File: config.mk
export PLATFORM = sky130hd
export DESIGN_NAME = dma_core_if
export DESIGN_NICKNAME = d
export VERILOG_FILES = /design/src/dma_pkg.sv /design/src/dma_cmd_issue.sv /design/src/dma_core_if.sv /design/src/dma_queue.sv /design/src/dma_reg_decoder.sv /design/src/dma_sid_alloc.sv
export VERILOG_INCLUDE_DIRS = /design/src
export SDC_FILE = /design/constraint.sdc
export NUM_CORES = 1
export LEC_CHECK = 0
export BUFFER_PORTS_ARGS = -buffer_cell sky130_fd_sc_hd__buf_2
export CAP_MARGIN = 20
export CORE_ASPECT_RATIO = 2
export CORE_MARGIN = 1
export CORE_UTILIZATION = 60
export CTS_BUF_LIST = sky130_fd_sc_hd__clkbuf_8
export CTS_CLUSTER_SIZE = 25
export DETAILED_ROUTE_END_ITERATION = 16
export HOLD_SLACK_MARGIN = 0.03
export PLACE_DENSITY_LB_ADDON = 0.25
export SLEW_MARGIN = 10
export SYNTH_ARGS = -nofsm -noshare
export SYNTH_HDL_FRONTEND = slang
export SYNTH_SLANG_ARGS = --single-unit
File: constraint.sdc
create_clock -name clk_i -period 12 [get_ports clk_i]
set_input_delay 1.2 -clock clk_i [delete_from_list [all_inputs] [get_ports clk_i]]
set_output_delay 1.2 -clock clk_i [all_outputs]
set_load 0.05 [all_outputs]
File: src/dma_consts.svh
// Sizes assume one PE per target and a power-of-two number of transfer ids
`ifndef DMA_CONSTS_SVH
`define DMA_CONSTS_SVH

// ********************
// Transfer ids and command fields
`define DMA_NB_TRANSFERS 4
`define DMA_SID_W        2
`define DMA_LEN_W        16
`define DMA_OPC_W        1
`define DMA_TCDM_ADD_W   12
`define DMA_EXT_ADD_W    29
`define DMA_QUEUE_DEPTH  2

// Bit positions of opc and inc in the command word, len sits at the bottom
`define DMA_CMD_OPC_BIT  16
`define DMA_CMD_INC_BIT  17

// ********************
// Register map, decoded on the low address bits only
`define DMA_REG_OFS_W    4
`define DMA_REG_CMD      4'h0
`define DMA_REG_TCDM     4'h4
`define DMA_REG_EXT      4'h8
`define DMA_REG_STATUS   4'hC

`endif

File: src/dma_pkg.sv
// Field order of the structs is fixed; the testbench packs and compares against it
`include "dma_consts.svh"

package dma_pkg;

   // ********************
   // One queued command
   // Opcode 0 moves ext to tcdm, 1 moves tcdm to ext
   typedef struct packed {
      logic [`DMA_SID_W-1:0] sid;
      logic [`DMA_LEN_W-1:0] len;
      logic [`DMA_OPC_W-1:0] opc;
      logic                  inc;
   } dma_cmd_t;

   // ********************
   // Address pair that travels next to the command
   typedef struct packed {
      logic [`DMA_TCDM_ADD_W-1:0] tcdm_add;
      logic [`DMA_EXT_ADD_W-1:0]  ext_add;
   } dma_addr_t;

   // Widths as seen by the ports, handy for checks
   localparam int dma_cmd_w  = $bits(dma_cmd_t);
   localparam int dma_addr_w = $bits(dma_addr_t);

endpackage

File: src/dma_cmd_issue.sv
// Both queue heads must be valid together; the engine sees one request per command pair
`timescale 1ns/1ps
`include "dma_consts.svh"

module dma_cmd_issue import dma_pkg::*; (
   input  logic                       cmd_valid_i,
   input  dma_cmd_t                   cmd_i,
   input  logic                       addr_valid_i,
   input  dma_addr_t                  addr_i,
   output logic                       pop_o,
   output logic                       cmd_req_o,
   input  logic                       cmd_gnt_i,
   output logic [`DMA_SID_W-1:0]      cmd_sid_o,
   output logic [`DMA_LEN_W-1:0]      cmd_len_o,
   output logic [`DMA_OPC_W-1:0]      cmd_opc_o,
   output logic                       cmd_inc_o,
   output logic [`DMA_TCDM_ADD_W-1:0] tcdm_add_o,
   output logic [`DMA_EXT_ADD_W-1:0]  ext_add_o
);

   // ********************
   // Join of the two heads
   assign cmd_req_o = cmd_valid_i & addr_valid_i;

   // Both queues pop on the same handshake
   assign pop_o = cmd_req_o & cmd_gnt_i;

   // ********************
   // Unpack towards the engine
   assign cmd_sid_o  = cmd_i.sid;
   assign cmd_len_o  = cmd_i.len;
   assign cmd_opc_o  = cmd_i.opc;
   assign cmd_inc_o  = cmd_i.inc;
   assign tcdm_add_o = addr_i.tcdm_add;
   assign ext_add_o  = addr_i.ext_add;

endmodule

File: src/dma_core_if.sv
// One PE, 1D transfers only; done_sid_i must name a busy sid when done_valid_i is high
`timescale 1ns/1ps
`include "dma_consts.svh"

module dma_core_if import dma_pkg::*; (
   input  logic                         clk_i,
   input  logic                         arst_n_i,
   input  logic                         ctrl_req_i,
   input  logic                         ctrl_we_i,
   input  logic [31:0]                  ctrl_add_i,
   input  logic [31:0]                  ctrl_wdata_i,
   output logic                         ctrl_gnt_o,
   output logic                         ctrl_r_valid_o,
   output logic [31:0]                  ctrl_r_data_o,
   output logic                         cmd_req_o,
   input  logic                         cmd_gnt_i,
   output logic [`DMA_SID_W-1:0]        cmd_sid_o,
   output logic [`DMA_LEN_W-1:0]        cmd_len_o,
   output logic [`DMA_OPC_W-1:0]        cmd_opc_o,
   output logic                         cmd_inc_o,
   output logic [`DMA_TCDM_ADD_W-1:0]   tcdm_add_o,
   output logic [`DMA_EXT_ADD_W-1:0]    ext_add_o,
   input  logic                         done_valid_i,
   input  logic [`DMA_SID_W-1:0]        done_sid_i,
   output logic                         busy_o
);

   logic                         alloc_req;
   logic                         alloc_gnt;
   logic [`DMA_SID_W-1:0]        alloc_sid;
   logic [`DMA_NB_TRANSFERS-1:0] busy_mask;
   logic                         push_req;
   logic                         cmd_push_gnt;
   logic                         addr_push_gnt;
   dma_cmd_t                     push_cmd;
   dma_addr_t                    push_addr;
   logic                         cmd_valid;
   logic                         addr_valid;
   dma_cmd_t                     cmd_head;
   dma_addr_t                    addr_head;
   logic                         cmd_empty;
   logic                         addr_empty;
   logic                         pop;

   // ********************
   // Input side
   dma_reg_decoder i_reg_decoder (
      .clk_i           (clk_i),
      .arst_n_i        (arst_n_i),
      .ctrl_req_i      (ctrl_req_i),
      .ctrl_we_i       (ctrl_we_i),
      .ctrl_add_i      (ctrl_add_i),
      .ctrl_wdata_i    (ctrl_wdata_i),
      .ctrl_gnt_o      (ctrl_gnt_o),
      .ctrl_r_valid_o  (ctrl_r_valid_o),
      .ctrl_r_data_o   (ctrl_r_data_o),
      .alloc_req_o     (alloc_req),
      .alloc_gnt_i     (alloc_gnt),
      .alloc_sid_i     (alloc_sid),
      .busy_mask_i     (busy_mask),
      .push_req_o      (push_req),
      .cmd_push_gnt_i  (cmd_push_gnt),
      .addr_push_gnt_i (addr_push_gnt),
      .push_cmd_o      (push_cmd),
      .push_addr_o     (push_addr)
   );

   dma_sid_alloc i_sid_alloc (
      .clk_i        (clk_i),
      .arst_n_i     (arst_n_i),
      .alloc_req_i  (alloc_req),
      .alloc_gnt_o  (alloc_gnt),
      .alloc_sid_o  (alloc_sid),
      .done_valid_i (done_valid_i),
      .done_sid_i   (done_sid_i),
      .busy_mask_o  (busy_mask)
   );

   // ********************
   // Command and address queues
   dma_queue #(.payload_t(dma_cmd_t)) i_cmd_queue (
      .clk_i       (clk_i),
      .arst_n_i    (arst_n_i),
      .push_req_i  (push_req),
      .push_gnt_o  (cmd_push_gnt),
      .push_dat_i  (push_cmd),
      .pop_req_i   (pop),
      .pop_valid_o (cmd_valid),
      .pop_dat_o   (cmd_head),
      .empty_o     (cmd_empty)
   );

   dma_queue #(.payload_t(dma_addr_t)) i_addr_queue (
      .clk_i       (clk_i),
      .arst_n_i    (arst_n_i),
      .push_req_i  (push_req),
      .push_gnt_o  (addr_push_gnt),
      .push_dat_i  (push_addr),
      .pop_req_i   (pop),
      .pop_valid_o (addr_valid),
      .pop_dat_o   (addr_head),
      .empty_o     (addr_empty)
   );

   // ********************
   // Output side
   dma_cmd_issue i_cmd_issue (
      .cmd_valid_i  (cmd_valid),
      .cmd_i        (cmd_head),
      .addr_valid_i (addr_valid),
      .addr_i       (addr_head),
      .pop_o        (pop),
      .cmd_req_o    (cmd_req_o),
      .cmd_gnt_i    (cmd_gnt_i),
      .cmd_sid_o    (cmd_sid_o),
      .cmd_len_o    (cmd_len_o),
      .cmd_opc_o    (cmd_opc_o),
      .cmd_inc_o    (cmd_inc_o),
      .tcdm_add_o   (tcdm_add_o),
      .ext_add_o    (ext_add_o)
   );

   // Busy while a sid is out or a command is still queued
   assign busy_o = (|busy_mask) | ~cmd_empty | ~addr_empty;

endmodule

File: src/dma_queue.sv
// Depth comes from DMA_QUEUE_DEPTH; head data is only meaningful while pop_valid_o is high
`timescale 1ns/1ps
`include "dma_consts.svh"

module dma_queue #(
   parameter type payload_t = logic [31:0]
) (
   input  logic     clk_i,
   input  logic     arst_n_i,
   input  logic     push_req_i,
   output logic     push_gnt_o,
   input  payload_t push_dat_i,
   input  logic     pop_req_i,
   output logic     pop_valid_o,
   output payload_t pop_dat_o,
   output logic     empty_o
);

   localparam int depth = `DMA_QUEUE_DEPTH;
   localparam int ptr_w = (depth > 1) ? $clog2(depth) : 1;
   localparam int cnt_w = $clog2(depth + 1);
   localparam logic [ptr_w-1:0] last_ptr = ptr_w'(depth - 1);

   payload_t         mem_q [depth];
   logic [ptr_w-1:0] wr_ptr_q;
   logic [ptr_w-1:0] rd_ptr_q;
   logic [cnt_w-1:0] cnt_q;
   logic             push;
   logic             pop;

   assign push_gnt_o  = (cnt_q != cnt_w'(depth));
   assign empty_o     = (cnt_q == '0);
   assign pop_valid_o = ~empty_o;
   assign push        = push_req_i & push_gnt_o;
   assign pop         = pop_req_i & pop_valid_o;
   assign pop_dat_o   = mem_q[rd_ptr_q];

   // ********************
   // Pointers and fill count
   always_ff @(posedge clk_i or negedge arst_n_i) begin
      if (!arst_n_i) begin
         wr_ptr_q <= '0;
         rd_ptr_q <= '0;
         cnt_q    <= '0;
      end else begin
         if (push) wr_ptr_q <= (wr_ptr_q == last_ptr) ? '0 : wr_ptr_q + 1'b1;
         if (pop) rd_ptr_q <= (rd_ptr_q == last_ptr) ? '0 : rd_ptr_q + 1'b1;
         if (push && !pop) cnt_q <= cnt_q + 1'b1;
         else if (pop && !push) cnt_q <= cnt_q - 1'b1;
      end
   end

   always_ff @(posedge clk_i) begin
      if (push) mem_q[wr_ptr_q] <= push_dat_i;
   end

endmodule

File: src/dma_reg_decoder.sv
// Single PE target; only ctrl_add_i[3:0] is decoded, so the map mirrors over the upper bits
`timescale 1ns/1ps
`include "dma_consts.svh"

module dma_reg_decoder import dma_pkg::*; (
   input  logic                         clk_i,
   input  logic                         arst_n_i,
   input  logic                         ctrl_req_i,
   input  logic                         ctrl_we_i,
   input  logic [31:0]                  ctrl_add_i,
   input  logic [31:0]                  ctrl_wdata_i,
   output logic                         ctrl_gnt_o,
   output logic                         ctrl_r_valid_o,
   output logic [31:0]                  ctrl_r_data_o,
   output logic                         alloc_req_o,
   input  logic                         alloc_gnt_i,
   input  logic [`DMA_SID_W-1:0]        alloc_sid_i,
   input  logic [`DMA_NB_TRANSFERS-1:0] busy_mask_i,
   output logic                         push_req_o,
   input  logic                         cmd_push_gnt_i,
   input  logic                         addr_push_gnt_i,
   output dma_cmd_t                     push_cmd_o,
   output dma_addr_t                    push_addr_o
);

   logic [`DMA_REG_OFS_W-1:0]  ofs;
   logic                       sel_cmd;
   logic                       sel_tcdm;
   logic                       sel_ext;
   logic                       sel_status;
   logic                       acc;
   logic [31:0]                r_data_d;
   logic [31:0]                r_data_q;
   logic                       r_valid_q;
   logic [`DMA_SID_W-1:0]      sid_q;
   logic [`DMA_TCDM_ADD_W-1:0] tcdm_add_q;
   logic [`DMA_EXT_ADD_W-1:0]  ext_add_q;

   // ********************
   // Offset decode
   assign ofs        = ctrl_add_i[`DMA_REG_OFS_W-1:0];
   assign sel_cmd    = (ofs == `DMA_REG_CMD);
   assign sel_tcdm   = (ofs == `DMA_REG_TCDM);
   assign sel_ext    = (ofs == `DMA_REG_EXT);
   assign sel_status = (ofs == `DMA_REG_STATUS);

   // Command read asks for a sid, command write asks for a push
   assign alloc_req_o = ctrl_req_i & ~ctrl_we_i & sel_cmd;
   // Both queues must take the items together, so the push waits for both
   assign push_req_o  = ctrl_req_i & ctrl_we_i & sel_cmd & cmd_push_gnt_i & addr_push_gnt_i;

   always_comb begin
      ctrl_gnt_o = 1'b0;
      if (ctrl_req_i) begin
         if (sel_cmd) begin
            ctrl_gnt_o = ctrl_we_i ? (cmd_push_gnt_i & addr_push_gnt_i) : alloc_gnt_i;
         end else begin
            ctrl_gnt_o = 1'b1;
         end
      end
   end

   assign acc = ctrl_req_i & ctrl_gnt_o;

   // Read data, writes answer with zero
   always_comb begin
      r_data_d = '0;
      if (!ctrl_we_i) begin
         if (sel_cmd) r_data_d = 32'(alloc_sid_i);
         else if (sel_tcdm) r_data_d = 32'(tcdm_add_q);
         else if (sel_ext) r_data_d = 32'(ext_add_q);
         else if (sel_status) r_data_d = 32'(busy_mask_i);
      end
   end

   // ********************
   // Response and current sid
   always_ff @(posedge clk_i or negedge arst_n_i) begin
      if (!arst_n_i) begin
         r_valid_q <= 1'b0;
         r_data_q  <= '0;
         sid_q     <= '0;
      end else begin
         r_valid_q <= acc;
         if (acc) r_data_q <= r_data_d;
         if (acc && !ctrl_we_i && sel_cmd) sid_q <= alloc_sid_i;
      end
   end

   // Address registers
   always_ff @(posedge clk_i) begin
      if (acc && ctrl_we_i && sel_tcdm) tcdm_add_q <= ctrl_wdata_i[`DMA_TCDM_ADD_W-1:0];
      if (acc && ctrl_we_i && sel_ext) ext_add_q <= ctrl_wdata_i[`DMA_EXT_ADD_W-1:0];
   end

   assign ctrl_r_valid_o = r_valid_q;
   assign ctrl_r_data_o  = r_data_q;

   // Command word fields plus the sid handed out last
   assign push_cmd_o.sid = sid_q;
   assign push_cmd_o.len = ctrl_wdata_i[`DMA_LEN_W-1:0];
   assign push_cmd_o.opc = ctrl_wdata_i[`DMA_CMD_OPC_BIT +: `DMA_OPC_W];
   assign push_cmd_o.inc = ctrl_wdata_i[`DMA_CMD_INC_BIT];

   assign push_addr_o.tcdm_add = tcdm_add_q;
   assign push_addr_o.ext_add  = ext_add_q;

endmodule

File: src/dma_sid_alloc.sv
// No grant in a cycle with a completion; the engine must only report sids that are busy
`timescale 1ns/1ps
`include "dma_consts.svh"

module dma_sid_alloc (
   input  logic                         clk_i,
   input  logic                         arst_n_i,
   input  logic                         alloc_req_i,
   output logic                         alloc_gnt_o,
   output logic [`DMA_SID_W-1:0]        alloc_sid_o,
   input  logic                         done_valid_i,
   input  logic [`DMA_SID_W-1:0]        done_sid_i,
   output logic [`DMA_NB_TRANSFERS-1:0] busy_mask_o
);

   logic [`DMA_NB_TRANSFERS-1:0] busy_q;
   logic [`DMA_NB_TRANSFERS-1:0] busy_d;
   logic                         any_free;

   // ********************
   // Lowest free index
   always_comb begin
      alloc_sid_o = '0;
      any_free    = 1'b0;
      for (int i = 0; i < `DMA_NB_TRANSFERS; i++) begin
         if (!busy_q[i] && !any_free) begin
            alloc_sid_o = `DMA_SID_W'(i);
            any_free    = 1'b1;
         end
      end
   end

   // Completion wins the cycle
   assign alloc_gnt_o = any_free & ~done_valid_i;

   always_comb begin
      busy_d = busy_q;
      if (done_valid_i) busy_d[done_sid_i] = 1'b0;
      if (alloc_req_i && alloc_gnt_o) busy_d[alloc_sid_o] = 1'b1;
   end

   always_ff @(posedge clk_i or negedge arst_n_i) begin
      if (!arst_n_i) begin
         busy_q <= '0;
      end else begin
         busy_q <= busy_d;
      end
   end

   assign busy_mask_o = busy_q;

endmodule

==> out/metrics.cfg, run 1 <==
[global_route]
grt_pass1_wl_mm=23.7
grt_pass1_vias=4550
gr-total-overflow=0
antenna_found_initial=1
grt_max_degree=45
grtUsageTotal_pct=24.3

[setup_path]
crit_fanout=32
critPathKind=in2out
slowest_stage=a31o_4
endpoint_kind=output port
crit_buf_inv=3
worstReg2RegStart=i_sid_alloc.busy_mask_o[2]
crit_path_start=ctrl_add_i[1]
path_depth=5
reg2reg_depth=5
cp_data_required_time_ns=10.80
crit_chain=buf_2 > nor4_4 > a31o_4 > inv_1 > buf_2
r2r-end=i_reg_decoder.tcdm_add_q[7]
slowest_delay_ns=0.54
arrival_ns=2.69
cp-start-kind=primary input
reg2reg_slack_ns=9.82
critical_path.endpoint=ctrl_gnt_o
path_common_cell=buf_2
path_delay_family=compound AO/OA/AOI/OAI gates

[final_layout]
n_fill_cell=781
fin_area_um2=9230
diodes=0
drive_gt1_share_pct=45.2
seq_area_um2=6000
final_common_cell=edfxtp_1
multi_input_area_um2=1640
syn_to_final_growth_pct=18.3
final_cell_mix=163 x edfxtp_1, 133 x buf_2, 65 x mux2_2, 43 x dfrtp_1, 34 x clkbuf_8
nNetsFinal=641

[power_and_ir_drop]
switchingPower_mw=0.617
p_int_mw=1.24
swShare_pct=33.3
ir_drop_uv=163
p_leak_nw=3.63
comb_power_share_pct=24.2
p_clk_share_pct=29.7
pwr-share-seq_pct=46.1
p_per_area_nw_per_um2=201

[yosys]
synth.distinct_cells=48
async_flop_share_pct=21.3
syn_area_per_cell_um2=18.7
synth_area_leaders=edfxtp_1 63%, dfrtp_1 14%, mux2_2 9.4%
synth_seq_area_share_pct=76.9
synth-edff-count=163
yosysWarnings=0
synth_top_area_share_pct=62.8
synth-main-ff-cell=edfxtp_1
ys_seq_elements=207
syn_inst=416
synth_area_leader_cell=edfxtp_1
syn_area_um2=7800

[worst_hold_path]
holdCritPathClass=reg2reg

[sta]
post-route-period-util_pct=32.4
finClkSkew_ns=0.0210
timing.final.max_slew_violations=0
max_freq_ghz=0.257
fin_tns_setup_ns=0
finalWorstPathRequiredPeriod_ns=3.89
hold_viol=0
max_slew.worst_pin.slew_ns=1.10
rsz0062_at_grt=no
slew_headroom_pct=26.8
setup_viol=0

[floorplanning]
dieWidth_um=82.6
rows=58
start_util_pct=61.8
dieHeight_um=163
core_um2=12600
dieArea_um2=13500
io_pins=169

[clock_network]
hold_buffers=0
root_buffer=clkbuf_8
tritoncts=done
post_cts_buffers=0
cts_num_sinks=207
worst_skew_pair.late_latency_ns=0.54
clk_path_buf_depth=3
postCtsResizedCells=0
clkTransAtPathRegs_ns=0.07
htreeDepth=1
cts_made_buffers=28

[flow_run]
drv_cap=0

[placed_design]
globalplace.congestion=0.825
port_buffers=134
placed_cell_area_um2=8570
dp_hpwl_mm=10.0

[drt]
drt-total-wl_mm=15.4
vias_per_cell=5.73
num_vias=4235
dr.pass1.iters=4
wl_per_cell_um=20.9
antenna_left=0
dr.first_iter.drc_count=157
drc_errors=0

[status]
outcome=completed

## cell usage after synthesis (2+ instances only)
cell type    n
edfxtp_1   163
mux2_2      65
dfrtp_1     44
a22o_1      17
nand2_1     11
a22oi_1     10
buf_6        8
nor2_1       8
o2bb2ai_1    8
clkbuf_1     7
inv_1        6
xnor2_1      6
and2_1       4
buf_4        4
xor2_1       4
a21o_1       3
a21oi_1      3
buf_2        3
nor3_1       3
nor4_1       3
a31oi_1      2
ha_1         2
mux2i_1      2
nand2b_1     2
nand3_1      2
nor2_4       2
o21ai_0      2
o311a_1      2
## routing by layer
metal  part of all wire [%]  wire length (µm)  track usage (%)
met1                     34              5280             26.8
met4                    3.0               465             9.56
met3                    6.2               962             3.91
met2                     56              8710             45.1
met5                      0                 0                0
## metrics by stage
| step | instances | utilization (%) | worst slack, ns | power (mW) | hold slack (ns) |
|---|---|---|---|---|---|
| final | 739 | 73.1 | 8.11 | 1.85 | 0.474 |
| after global routing | 739 | 73.1 | 7.98 | 1.92 | 0.483 |
| after CTS | 737 | 72.6 | 8.10 | 1.87 | 0.464 |
| after detailed placement | 685 | 67.9 | 8.10 | 1.32 | 0.461 |
| after global placement | 683 | 67.7 | 8.12 | 1.31 | 0.450 |
| after floorplan | 418 | - | 6.76 | 1.22 | 0.437 |
## cells by family (layout without fill, tap and decap cells)
logic type | Yosys count | in the layout | synth area share (%)
muxes | 67 | 67 | 9.64
adders and majority gates | 2 | 2 | 0.321
buffers and inverters | 29 | 200 | 2.41
xor gates and xnor gates | 10 | 10 | 1.12
and+or+nand+nor | 47 | 47 | 3.87
other | 1 | 3 | 0.0481
AOI/OAI and AO/OA | 53 | 53 | 5.73
DFF | 207 | 207 | 76.9
## power by group through the flow
stage | Clock (mW) | Combinational [mW] | Sequential [mW]
6_report | 0.551 | 0.448 | 0.855
4_1_cts | 0.562 | 0.451 | 0.856
3_5_place_dp | 0 | 0.450 | 0.870
3_3_place_gp | 0 | 0.445 | 0.868
5_1_grt | 0.595 | 0.469 | 0.860
2_1_floorplan | 0 | 0.393 | 0.827
## registers in the layout (all words and copies together), names as in the netlist, 2 cells and up
name                         flops
i_reg_decoder.tcdm_add_q        12
i_addr_queue.mem_q              82
i_reg_decoder.sid_q              2
i_reg_decoder.ext_add_q         29
i_sid_alloc.busy_mask_o          4
i_cmd_queue.mem_q               40
i_addr_queue.cnt_q               2
i_reg_decoder.ctrl_r_data_o     29
i_cmd_queue.cnt_q                2
## cell type report
class | instances | share of cell area, %
clock buffers | 34 | 5.07
clock inverters | 18 | 1.44
inverters | 7 | 0.285
multi-input cells | 182 | 17.8
flip-flops and latches | 207 | 65.0
well taps | 150 | 2.03
repair buffers | 141 | 8.38
## how the worst min path moves through the flow
stage / slack [ns] / start / cells past startpoint / end
detailed placement: 0.46 / i_reg_decoder.ctrl_r_data_o[3] / 1 / i_reg_decoder.ctrl_r_data_o[3]
CTS: 0.46 / i_reg_decoder.ext_add_q[13] / 0 / i_addr_queue.mem_q[0][13]
global placement: 0.45 / i_reg_decoder.ext_add_q[23] / 0 / i_addr_queue.mem_q[1][23]
finish: 0.47 / i_reg_decoder.ext_add_q[13] / 0 / i_addr_queue.mem_q[0][13]
floorplan: 0.44 / i_reg_decoder.tcdm_add_q[0] / 0 / i_addr_queue.mem_q[0][29]
global route: 0.48 / i_reg_decoder.ext_add_q[8] / 0 / i_addr_queue.mem_q[0][8]
(Power assumes the default switching activity.)
==> run 2: changes to the inputs <==
--- a/config.mk
+++ b/config.mk
@@ -10,7 +10,7 @@
 export CAP_MARGIN = 20
 export CORE_ASPECT_RATIO = 2
 export CORE_MARGIN = 1
-export CORE_UTILIZATION = 60
+export CORE_UTILIZATION = 56
 export CTS_BUF_LIST = sky130_fd_sc_hd__clkbuf_8
 export CTS_CLUSTER_SIZE = 25
 export DETAILED_ROUTE_END_ITERATION = 16
==> constraint.sdc (replaced) <==
create_clock -name clk_i -period 3.85 [get_ports clk_i]
set_input_delay 0.385 -clock clk_i [delete_from_list [all_inputs] [get_ports clk_i]]
set_output_delay 0.385 -clock clk_i [all_outputs]
set_load 0.05 [all_outputs]
==> run 2 against run 1 <==
  * Clock power rose to 3.2 times the previous value
  * Clock skew down 0.0066 ns
  * Hold slack lost 0.42 ns
  * Critical path depth is 3 lower
  * Via count rose by 0.71%
  * Sequential power grew to 3.1 times the previous value
  * Wire length grew 1.7%
  * Combinational power grew to 3.1 times the previous value
==> out/metrics.cfg, run 2 (synthesis results as in run 1) <==
[status]
outcome=completed

[placed_design]
dp_hpwl_mm=10.1  ; about the same
globalplace.congestion=0.855  ; +3.6%
port_buffers=134  ; unchanged

[sta]
max_freq_ghz=0.377
post-route-period-util_pct=68.9
finClkSkew_ns=0.0145  ; -0.00658 ns
rsz0062_at_grt=no
hold_viol=0  ; unchanged
setup_viol=0  ; unchanged
finalWorstPathRequiredPeriod_ns=2.65
slew_headroom_pct=27.1  ; +0.29 points
timing.final.max_slew_violations=0  ; unchanged
max_slew.worst_pin.slew_ns=1.09  ; -0.00436 ns
fin_tns_setup_ns=0  ; unchanged

[drt]
dr.pass1.iters=4  ; unchanged
dr.first_iter.drc_count=274  ; +75%
drt-total-wl_mm=15.7  ; +1.7%
vias_per_cell=5.67  ; -1.0%
num_vias=4265  ; +0.71%
antenna_left=0  ; unchanged
wl_per_cell_um=20.9  ; about the same
drc_errors=0  ; unchanged

[final_layout]
post-route-util_pct=68.9  ; -4.2 points
nNetsFinal=650  ; +1.4%
top_register=i_addr_queue.mem_q
final_common_cell=edfxtp_1
n_fill_cell=895  ; +15%
final_cell_mix=163 x edfxtp_1, 134 x buf_2, 65 x mux2_2, 43 x dfrtp_1, 31 x clkbuf_8
top_regs=i_addr_queue.mem_q: 82 flops, i_cmd_queue.mem_q: 40 flops
multi_input_area_um2=1650  ; +0.38%
diodes=0  ; unchanged
drive_gt1_share_pct=44.7  ; -0.44 points
largest_register_ffs=82  ; unchanged
seq_area_um2=6000  ; unchanged
syn_to_final_growth_pct=19.4

[clock_network]
clk_path_buf_depth=3  ; unchanged
cts_num_sinks=207  ; unchanged
htreeDepth=1  ; unchanged
root_buffer=clkbuf_8
worst_skew_pair.late_latency_ns=0.53  ; about the same
postCtsResizedCells=0  ; unchanged
clkTransAtPathRegs_ns=0.07  ; about the same
tritoncts=done
cts_made_buffers=27  ; -3.6%

[setup_path]
cp-start-kind=register
arrival_ns=2.27  ; -0.42 ns
slowest_delay_ns=1.04  ; +0.50 ns
crit_fanout=42  ; +31%
slowest_stage=dfrtp_2
endpoint_kind=output port
critPathKind=reg2out
cp_data_required_time_ns=3.46  ; -7.34 ns
crit_chain=mux2_2 > buf_2

[global_route]
grt_max_degree=45  ; unchanged
grtUsageTotal_pct=22.3  ; -2.1 points
grt_pass1_vias=4477  ; -1.6%
antenna_found_initial=0  ; -1
grt_pass1_wl_mm=24.0  ; +0.99%
gr-total-overflow=0  ; unchanged

[floorplanning]
io_pins=169  ; unchanged
start_util_pct=57.7  ; -4.0 points
rows=60  ; +3.4%
core_um2=13500  ; +7.0%
dieWidth_um=85.5  ; +3.4%
dieHeight_um=169  ; +3.5%
dieArea_um2=14400  ; +7.0%

[power_and_ir_drop]
p_per_area_nw_per_um2=629  ; +210%
ir_drop_uv=489  ; +200%
p_leak_nw=3.65  ; +0.60%

[worst_hold_path]
holdCritPathClass=in2reg

[flow_run]
drv_cap=0  ; unchanged

run 2: path summary, 6_finish.rpt:
kind / cells past startpoint / start / to / slack [ns]
setup / recovery: 2 / i_addr_queue.rd_ptr_q / tcdm_add_o[3] / 1.20
hold / removal: 1 / ctrl_wdata_i[25] / i_reg_decoder.ext_add_q[25] / 0.06
setup reg to reg: 4 / i_addr_queue.cnt_q[0] / i_reg_decoder.tcdm_add_q[7] / 1.72
hold reg to reg: 0 / i_reg_decoder.ext_add_q[3] / i_addr_queue.mem_q[0][3] / 0.47
max in group asynchronous: 3 / arst_n_i / i_addr_queue.rd_ptr_q / 2.87
min in group asynchronous: 3 / arst_n_i / i_reg_decoder.ctrl_r_data_o[12] / 0.51
run 2: metal layers:
| layer | up-vias | part of all wire (%) | track usage [%] |
|---|---|---|---|
| met3 | 42 | 4.1 | 3.51 |
| met2 | 135 | 55 | 40.4 |
| met4 | 0 | 3.8 | 10.3 |
| li1 | 1931 | - | - |
| met1 | 2157 | 37 | 25.3 |
| met5 | - | 0 | 0 |
run 2: critical path, delay by kind of cell (launching register included):
family | cells | cell delay [ns]
buf+inv | 1 | 0.22
flops | 1 | 1.04
mux | 1 | 0.45
run 2: final cells by class:
cell class              instances  area share [%]
clock buffers                  31            4.58
clock inverters                19            2.06
inverters                       7           0.282
multi-input cells             182            17.7
flip-flops and latches        207            64.4
well taps                     155            2.08
repair buffers                151            8.87
run 2: power by group:
part	internal (mW)	leakage, nW	total [mW]	switching (mW)
clock network	1.01	0.333	1.78	0.772
logic	0.455	1.26	1.41	0.952
registers	2.47	2.06	2.66	0.193
total	3.94	3.65	5.85	1.92
run 2: metrics by stage:
stage / hold WS, ns / cell area [µm²] / cells / power (mW) / setup WS [ns]
after CTS: 0.0303 / 9310 / 752 / 5.91 / 1.13
after floorplan: 0.0894 / 7810 / 418 / 3.80 / 0.698
final: 0.0552 / 9310 / 752 / 5.85 / 1.20
after global routing: 0.0302 / 9310 / 752 / 6.06 / 1.08
after global placement: 0.450 / 8580 / 691 / 4.10 / 1.26
after detailed placement: 0.462 / 8580 / 691 / 4.12 / 1.24
run 2: timing repair:
action / in CTS / in global routing
endpoints found under the hold margin: 54 / 0
setup buffers: 0 / 0
hold buffers: 11 / 0
